===== config.mk =====
export PLATFORM = sky130hd
export DESIGN_NAME = stream_count_top
export DESIGN_NICKNAME = d
export VERILOG_FILES = /design/src/common/stream_count_pkg.sv /design/src/rtl/stream_count_top.sv /design/src/stream_fifo/stream_fifo.sv /design/src/transfer_counter/transfer_counter.sv
export VERILOG_INCLUDE_DIRS = /design/src /design/src/common
export SDC_FILE = /design/constraint.sdc
export NUM_CORES = 1
export LEC_CHECK = 0
export BUFFER_PORTS_ARGS = -buffer_cell sky130_fd_sc_hd__clkbuf_2
export CAP_MARGIN = 0
export CORE_MARGIN = 2
export CORE_UTILIZATION = 45
export CTS_BUF_LIST = sky130_fd_sc_hd__clkbuf_16
export DETAILED_ROUTE_END_ITERATION = 10
export SYNTH_ARGS = -nofsm -noshare
export SYNTH_HDL_FRONTEND = slang
export SYNTH_SLANG_ARGS = --single-unit

===== constraint.sdc =====
create_clock -name aclk -period 5.3 [get_ports aclk]
set_clock_uncertainty 0.1 [all_clocks]
set_input_delay 0.265 -clock aclk [delete_from_list [all_inputs] [get_ports aclk]]
set_output_delay 0.265 -clock aclk [all_outputs]
set_load 0.1 [all_outputs]

===== src/common/stream_count_params.svh =====
`ifndef STREAM_COUNT_PARAMS_SVH
`define STREAM_COUNT_PARAMS_SVH

// width of one stream data word.
`define STREAM_DATA_WIDTH 16

// number of words the fifo can hold.
`define STREAM_FIFO_DEPTH 16

// highest value either counter may reach.
// kept above the fifo depth so the word count never clamps in normal use.
`define STREAM_COUNT_MAX 32

`endif


===== src/common/stream_count_pkg.sv =====
`include "stream_count_params.svh"

package stream_count_pkg;

    // fifo pointer width.
    localparam int fifo_addr_width = (`STREAM_FIFO_DEPTH > 1) ?
        $clog2(`STREAM_FIFO_DEPTH) : 1;

    // bits to hold zero up to the counter maximum inclusive.
    localparam int count_width = (`STREAM_COUNT_MAX >= 2) ?
        $clog2(`STREAM_COUNT_MAX + 1) : 2;

    // count stream data, rounded to whole bytes.
    localparam int count_data_width = 8 * ((count_width + 7) / 8);

endpackage


===== src/rtl/stream_count_top.sv =====
`timescale 1ns/1ps

`include "stream_count_params.svh"

module stream_count_top (
    input  logic                                          aclk,
    input  logic                                          areset_n,
    input  logic                                          rx_tvalid,
    input  logic [`STREAM_DATA_WIDTH-1:0]                 rx_tdata,
    input  logic                                          rx_tlast,
    output logic                                          rx_tready,
    output logic                                          tx_tvalid,
    output logic [`STREAM_DATA_WIDTH-1:0]                 tx_tdata,
    output logic                                          tx_tlast,
    input  logic                                          tx_tready,
    output logic                                          word_count_tvalid,
    output logic [stream_count_pkg::count_data_width-1:0] word_count_tdata,
    input  logic                                          word_count_tready,
    output logic                                          packet_count_tvalid,
    output logic [stream_count_pkg::count_data_width-1:0] packet_count_tdata,
    input  logic                                          packet_count_tready
);

    // the buffer under watch.
    stream_fifo fifo_i (
        .aclk      (aclk),
        .areset_n  (areset_n),
        .rx_tvalid (rx_tvalid),
        .rx_tdata  (rx_tdata),
        .rx_tlast  (rx_tlast),
        .rx_tready (rx_tready),
        .tx_tvalid (tx_tvalid),
        .tx_tdata  (tx_tdata),
        .tx_tlast  (tx_tlast),
        .tx_tready (tx_tready)
    );

    // words held in the fifo.
    transfer_counter #(
        .COUNT_MAX (`STREAM_COUNT_MAX),
        .PACKETS   (0)
    ) word_counter_i (
        .aclk              (aclk),
        .areset_n          (areset_n),
        .monitor_rx_tvalid (rx_tvalid),
        .monitor_rx_tready (rx_tready),
        .monitor_rx_tlast  (rx_tlast),
        .monitor_tx_tvalid (tx_tvalid),
        .monitor_tx_tready (tx_tready),
        .monitor_tx_tlast  (tx_tlast),
        .count_tvalid      (word_count_tvalid),
        .count_tdata       (word_count_tdata),
        .count_tready      (word_count_tready)
    );

    // complete packets held in the fifo.
    transfer_counter #(
        .COUNT_MAX (`STREAM_COUNT_MAX),
        .PACKETS   (1)
    ) packet_counter_i (
        .aclk              (aclk),
        .areset_n          (areset_n),
        .monitor_rx_tvalid (rx_tvalid),
        .monitor_rx_tready (rx_tready),
        .monitor_rx_tlast  (rx_tlast),
        .monitor_tx_tvalid (tx_tvalid),
        .monitor_tx_tready (tx_tready),
        .monitor_tx_tlast  (tx_tlast),
        .count_tvalid      (packet_count_tvalid),
        .count_tdata       (packet_count_tdata),
        .count_tready      (packet_count_tready)
    );

endmodule


===== src/stream_fifo/stream_fifo.sv =====
`timescale 1ns/1ps

`include "stream_count_params.svh"

module stream_fifo (
    input  logic                          aclk,
    input  logic                          areset_n,
    input  logic                          rx_tvalid,
    input  logic [`STREAM_DATA_WIDTH-1:0] rx_tdata,
    input  logic                          rx_tlast,
    output logic                          rx_tready,
    output logic                          tx_tvalid,
    output logic [`STREAM_DATA_WIDTH-1:0] tx_tdata,
    output logic                          tx_tlast,
    input  logic                          tx_tready
);
    import stream_count_pkg::*;

    localparam int DEPTH = `STREAM_FIFO_DEPTH;
    localparam int ENTRY_WIDTH = `STREAM_DATA_WIDTH + 1;

    localparam logic [fifo_addr_width-1:0] LAST_ADDR = fifo_addr_width'(DEPTH - 1);
    localparam logic [fifo_addr_width:0] FULL_COUNT = (fifo_addr_width + 1)'(DEPTH);

    // each entry holds last in the top bit, data below it.
    logic [ENTRY_WIDTH-1:0] mem [DEPTH];

    logic [fifo_addr_width-1:0] wr_ptr;
    logic [fifo_addr_width-1:0] rd_ptr;
    logic [fifo_addr_width:0] count;
    logic [fifo_addr_width:0] count_next;

    logic write;
    logic read;

    // handshakes, ready and valid are the registered flags.
    always_comb write = rx_tvalid && rx_tready;
    always_comb read = tx_tvalid && tx_tready;

    // occupancy after this edge.
    always_comb begin
        count_next = count;
        if (write && !read) begin
            count_next = count + 1'b1;
        end
        else if (!write && read) begin
            count_next = count - 1'b1;
        end
    end

    // storage array, written on each accepted word.
    always_ff @(posedge aclk) begin
        if (write) begin
            mem[wr_ptr] <= {rx_tlast, rx_tdata};
        end
    end

    always_ff @(posedge aclk or negedge areset_n) begin
        if (!areset_n) begin
            wr_ptr <= '0;
        end
        else if (write) begin
            // wrap explicitly, depth need not be a power of two.
            wr_ptr <= (wr_ptr == LAST_ADDR) ? '0 : wr_ptr + 1'b1;
        end
    end

    always_ff @(posedge aclk or negedge areset_n) begin
        if (!areset_n) begin
            rd_ptr <= '0;
        end
        else if (read) begin
            rd_ptr <= (rd_ptr == LAST_ADDR) ? '0 : rd_ptr + 1'b1;
        end
    end

    always_ff @(posedge aclk or negedge areset_n) begin
        if (!areset_n) begin
            count <= '0;
        end
        else begin
            count <= count_next;
        end
    end

    // flags follow the next occupancy.
    // so a word written into an empty fifo shows one cycle later.
    always_ff @(posedge aclk or negedge areset_n) begin
        if (!areset_n) begin
            rx_tready <= 1'b0;
            tx_tvalid <= 1'b0;
        end
        else begin
            rx_tready <= (count_next != FULL_COUNT);
            tx_tvalid <= (count_next != '0);
        end
    end

    // head entry drives the output.
    always_comb tx_tdata = mem[rd_ptr][`STREAM_DATA_WIDTH-1:0];
    always_comb tx_tlast = mem[rd_ptr][ENTRY_WIDTH-1];

endmodule


===== src/transfer_counter/transfer_counter.sv =====
`timescale 1ns/1ps

`include "stream_count_params.svh"

module transfer_counter #(
    parameter int COUNT_MAX = `STREAM_COUNT_MAX,
    parameter int PACKETS = 0
) (
    input  logic                                          aclk,
    input  logic                                          areset_n,
    input  logic                                          monitor_rx_tvalid,
    input  logic                                          monitor_rx_tready,
    input  logic                                          monitor_rx_tlast,
    input  logic                                          monitor_tx_tvalid,
    input  logic                                          monitor_tx_tready,
    input  logic                                          monitor_tx_tlast,
    output logic                                          count_tvalid,
    output logic [stream_count_pkg::count_data_width-1:0] count_tdata,
    input  logic                                          count_tready
);
    import stream_count_pkg::*;

    localparam int COUNTER_WIDTH = (COUNT_MAX >= 2) ? $clog2(COUNT_MAX + 1) : 2;
    localparam logic [COUNTER_WIDTH-1:0] MAX_VALUE = COUNTER_WIDTH'(COUNT_MAX);
    localparam logic [COUNTER_WIDTH-1:0] ALMOST_EMPTY = COUNTER_WIDTH'(1);
    localparam logic [COUNTER_WIDTH-1:0] ALMOST_FULL = COUNTER_WIDTH'(COUNT_MAX - 1);

    logic write;
    logic read;
    logic [COUNTER_WIDTH-1:0] counter;
    logic [COUNTER_WIDTH-1:0] counter_next;

    logic empty;
    logic full;
    logic almost_empty;
    logic almost_full;

    // almost flags narrow the count to two values, low bit picks one.
    always_comb empty = almost_empty && (counter[0] == 1'b0);
    always_comb full = almost_full && (counter[0] == MAX_VALUE[0]);

    generate
        if (PACKETS > 0) begin : g_packets
            // only the closing word of a packet counts.
            always_comb write = monitor_rx_tvalid && monitor_rx_tready && monitor_rx_tlast;
            always_comb read = monitor_tx_tvalid && monitor_tx_tready && monitor_tx_tlast;
        end
        else begin : g_words
            always_comb write = monitor_rx_tvalid && monitor_rx_tready;
            always_comb read = monitor_tx_tvalid && monitor_tx_tready;
        end
    endgenerate

    // steps past either bound are dropped.
    always_comb begin
        counter_next = counter;
        if (write && !read && !full) begin
            counter_next = counter + 1'b1;
        end
        else if (!write && read && !empty) begin
            counter_next = counter - 1'b1;
        end
    end

    // everything below advances only while the count stream is taken.
    // transfers in stalled cycles are lost on purpose.
    always_ff @(posedge aclk or negedge areset_n) begin
        if (!areset_n) begin
            counter <= '0;
        end
        else if (count_tready) begin
            counter <= counter_next;
        end
    end

    always_ff @(posedge aclk or negedge areset_n) begin
        if (!areset_n) begin
            almost_empty <= 1'b1;
            almost_full <= (ALMOST_FULL == '0);
        end
        else if (count_tready) begin
            almost_empty <= (counter_next <= ALMOST_EMPTY);
            almost_full <= (counter_next >= ALMOST_FULL);
        end
    end

    // valid comes up on the first accepted beat and stays.
    always_ff @(posedge aclk or negedge areset_n) begin
        if (!areset_n) begin
            count_tvalid <= 1'b0;
        end
        else if (count_tready) begin
            count_tvalid <= 1'b1;
        end
    end

    // zero-extended to whole bytes.
    always_comb count_tdata = count_data_width'(counter);

endmodule

Yosys cells after proc, flatten, opt, wreduce, memory -nomap -nowiden:

Memory sizes are Yosys's and may differ from the RTL's.
Index checks and enable logic that the tools add are counted.
W data, S select, Z words.

* register bits: 33
* memories kept: 1
* bits in writable memories: 272
* output and inout bits: 37
* word-level logic and storage cells: 66
* bits of input ports: 23

* reductions and logical operators: 25
* add/subtract/negate cells: 8
* magnitude comparators: 4
* eq/ne operators: 3
* bitwise operators: 2
* muxes and demuxes: 10

Memory list
* fifo_i.mem: depth 16, width 17, rd ports 1, clocked after Yosys merged registers in 0, wr ports 1, RTL line stream_fifo.sv:26 `logic [ENTRY_WIDTH-1:0] mem [DEPTH];`

Operators with widths (count)
* $mux W6: 4
* $logic_and A1 B1 Y1: 16
* $add A6 B1 Y6 const B: 2
* $ge A6 B5 Y1 const B: 2
* $le A6 B1 Y1 const B: 2
* $sub A6 B1 Y6 const B: 2
* $mux W5: 2
* $add A4 B1 Y4 const B: 2
* $eq A4 B4 Y1 const B: 2
* $logic_not A1 Y1: 8
* $mux W4: 2
* $add A5 B1 Y5 const B: 1
* $ne A5 B5 Y1 const B: 1
* $reduce_bool A5 Y1: 1
* $sub A5 B1 Y5 const B: 1
* $mux W1: 2
* $not A1 Y1: 2

Depth between registers and ports, before layout:

* word-level depth: 8
* depth in mapped cells: 9

By module:

Synthesis repeated with hierarchy kept, for this count alone.

* cell total of the unflattened synthesis: 682
* area, all modules: 12692.2 um^2

By module, submodules not included
* stream_fifo: area an instance 11205.7 um^2, instances 1, sequential area each 8543.2 um^2, cells each 525
* transfer_counter at packet_counter_i: area an instance 837.1 um^2, instances 1, sequential area each 226.5 um^2, cells each 85
* transfer_counter at word_counter_i: area an instance 649.4 um^2, instances 1, sequential area each 226.5 um^2, cells each 72

Worst setup path after synthesis:

Ideal clock, no wire load.

* path kind: flip-flop to output port
* start: register fifo_i.rd_ptr[0]
* end: output port tx_tdata[0]
* data required time: 4935 ps
* arrival: 2603 ps
* cell stages (with the launch flop): 6
* path buffers: 3
* slack: 2332 ps
* cell sequence: dfrtp_1 -> buf_6 -> clkbuf_1 -> buf_2 -> mux4_2 -> mux4_2

* word-level cells in the longest chain between the ends: 1

Ends and longest elaborated chain
* start, declared: RTL line stream_fifo.sv:29 `logic [fifo_addr_width-1:0] rd_ptr;`
* start signal, assigned: RTL line stream_fifo.sv:73 `rd_ptr <= (rd_ptr == LAST_ADDR) ? '0 : rd_ptr + 1'b1;`
* $mem_v2 Z16 W17
* end, declared: RTL line stream_count_top.sv:13 `` output logic [`STREAM_DATA_WIDTH-1:0] tx_tdata, ``

No other way between the ends.

Final worst setup path:

* start: register fifo_i.rd_ptr[0]
* end: output port tx_tdata[3]

The elaborated chain is that of the path after synthesis.

==> run metrics <==
DR iter-0 viols=628; sequential fraction of the synthesis area=72.8%; TritonCTS clock tree=yes; non-filler cells, final=1076; Crit. End Element=output port; RePlAce Congestion=around 0.8; most frequent CP cell=mux4_2; setup repair bufs after CTS=0; GR Util All Layers=19.0%; pwr/cell area=635 nW/um2; post-synthesis async set-or-reset flop share=a little over a tenth; final hold violation count=0; Peak VDD IR=0.328 mV; Worst Hold Class=in2reg; Worst-Margin Slew=0.927 ns; most frequently used flop master after synthesis=edfxtp_1; area delta synth->final=14.7%; Met3 Wirelength=1.55 mm; min cycle time layout=3.78 ns; CTS sink cnt=305; drt first pass iters=5; commonest non-fill, non-tap cells in the layout=272 x edfxtp_1, 84 x mux4_2, 55 x clkbuf_2, 37 x clkbuf_16, 32 x nand2_1; worst skew pair latency=between 0.5 and 0.6 ns; Root Driver=clkbuf_16; top sig layer=met4; Max Fclk=0.264 GHz; slowest stage cell, crit path=dfrtp_4; H-Tree Depth=2; CP arrival=3.42 ns; Mapped Cells=628; setup TNS=0 ns; Routed WL per cell=24.3 um; Final Max Tran Viols=0; final net count=745; cell family with most CP delay=multiplexers; global route overflow=0; Resized cells post-CTS=0; Row Count=60; Port-buffer cells=55; Fillers=2082; I/O pin cnt=60; Worst setup SP type=flop; Post-DP Area=13100 um2; Yosys reg bits=about 310; metal2 WL=13.2 mm; CTS Buf Count=34; Crit Path Class=reg2out; Worst path max stage delay=1.00 ns; Placed Cells=slightly above 1k; initial antenna violation count=0; register area=9000 um2; # DRC=0; drt via density=5.76; core area=27000 um2; Final Cell Area=~14000 um2; Post-synth EDFFs=272; Syn Area/Cell=between 15 and 20 um2; vias in the first global route=6604; Reg clk slew, reported paths=0.06 ns; routed wire length=26.1 mm; share of layout cells above drive strength 1=30.1%; Worst slew margin=38.2%; library cells used by synthesis=50; first-pass GRT wire length=40.2 mm; Die W=~170 um; Max FO, Critical Path=43; Final period util=71.3%; Die Y-Extent=170 um; MaxCap Viol Count=0; most common cell after layout, fill and taps aside=edfxtp_1; DIE AREA=28800 um2; CP Buf/Inv Count=2; status=finished, final reports clean; wl on met1=~11 mm; Hold Slack=0.0654 ns; detailed placement HPWL=15.0 mm; Lkg Pwr=0.00487 uW; Initial Util=a little under half; Yosys warnings=0; via total after detailed routing=roughly 6.2k; ANT nets after route=0; total power=9000 uW; final setup violation count=0; CP Data Required Time=~4.9 ns; CP cell instances=buf_4 -> mux4_2 -> mux4_2 -> clkbuf_2; Post-Syn Area=12400 um2; RSZ-0062 raised after global routing=no; largest net degree at the start of global routing=between 40 and 50; Clock Tree Buf Depth=3; area occupied by multi-input gates=3180 um2
-- logic make-up after synthesis --
logic type               synth area share [%]
XOR/XNOR                                 1.49
AND/OR/NAND/NOR                          4.60
AO/OA/AOI/OAI                            2.35
flip-flops                               72.8
other                                  0.0303
buffers and inverters                    1.59
multiplexers                             16.1
adder cells (fa/ha/maj)                  1.11
-- flip-flops by register name (all words and copies together) (netlist names), 4 cells and up --
signal and flops:
fifo_i.rd_ptr 4, packet_counter_i.counter 6, fifo_i.count 5, fifo_i.mem 272, fifo_i.wr_ptr 4, word_counter_i.counter 6
-- worst register-to-register path, cell delays in order, from the launching register on --
cell,delay [ns]
dfrtp_4,1.00
mux4_2,0.61
mux2_2,0.31
a2bb2o_4,0.27
nand2b_1,0.23
o221ai_1,0.19
o21ai_0,0.15
o32ai_2,0.27
-- power breakdown --
group,internal [uW],switching (uW)
registers,2950,404
clock network,1350,895
logic,1110,2300
-- per-stage QoR --
stage          setup slack [ns]  util, %
2_1_floorplan              2.33        -
3_3_place_gp               1.97     48.5
3_5_place_dp               1.95     48.5
4_1_cts                    1.41     52.6
5_1_grt                    1.30     52.6
6_report                   1.52     52.6
-- synth_stat cells (5+ instances only) --
| master | count | area [um2] |
|---|---|---|
| inv_1 | 11 | 41.3 |
| nand2_1 | 32 | 120 |
| clkbuf_1 | 23 | 86.3 |
| o21ai_0 | 12 | 60.1 |
| nor3_1 | 5 | 25.0 |
| edfxtp_1 | 272 | 8170 |
| xor2_1 | 5 | 43.8 |
| and2_1 | 15 | 93.8 |
| and3_1 | 11 | 68.8 |
| nand3_1 | 5 | 25.0 |
| a21oi_1 | 7 | 35.0 |
| ha_1 | 11 | 138 |
| mux2i_1 | 5 | 50.1 |
| dfrtp_1 | 31 | 776 |
| xnor2_1 | 16 | 140 |
| mux4_2 | 84 | 1890 |
| nor2_1 | 20 | 75.1 |
-- final timing paths --
check | cells past startpoint | slack (ns) | endpoint | from
setup / recovery | 4 | 1.52 | tx_tdata[3] | fifo_i.rd_ptr[0]$_DFFE_PN0P_
hold / removal | 1 | 0.07 | fifo_i.mem[12][1]$_DFFE_PP_ | rx_tdata[1]
setup reg to reg | 7 | 2.10 | packet_counter_i.almost_empty$_DFFE_PN1P_ | fifo_i.rd_ptr[0]$_DFFE_PN0P_
hold reg to reg | 1 | 0.36 | packet_counter_i.count_tvalid$_DFFE_PN0P_ | packet_counter_i.count_tvalid$_DFFE_PN0P_
max in group asynchronous | 2 | 4.14 | fifo_i.rd_ptr[0]$_DFFE_PN0P_ | areset_n
min in group asynchronous | 2 | 0.30 | packet_counter_i.counter[5]$_DFFE_PN0P_ | areset_n
-- repair_timing --
item / CTS / global route
setup endpoints to repair: 0 / 0
hold buffers: 3 / 0
endpoints found under the hold margin: 33 / 0
-- metal layers --
layer	up-vias	GRT usage (%)
li1	2702	-
met1	3267	25.7
met2	186	32.2
met3	44	3.50
met4	0	4.98
met5	-	0
-- area by class of cell --
class,instances,area share (%)
Antenna cell,1,0.0176
Clock buffer,37,6.53
Inverter,11,0.291
Sequential cell,305,63.5
Multi-Input combinational cell,281,22.4
Tap cell,341,3.01
Timing Repair Buffer,78,3.21
Clock inverter,22,1.01
(Power assumes the default switching activity.)
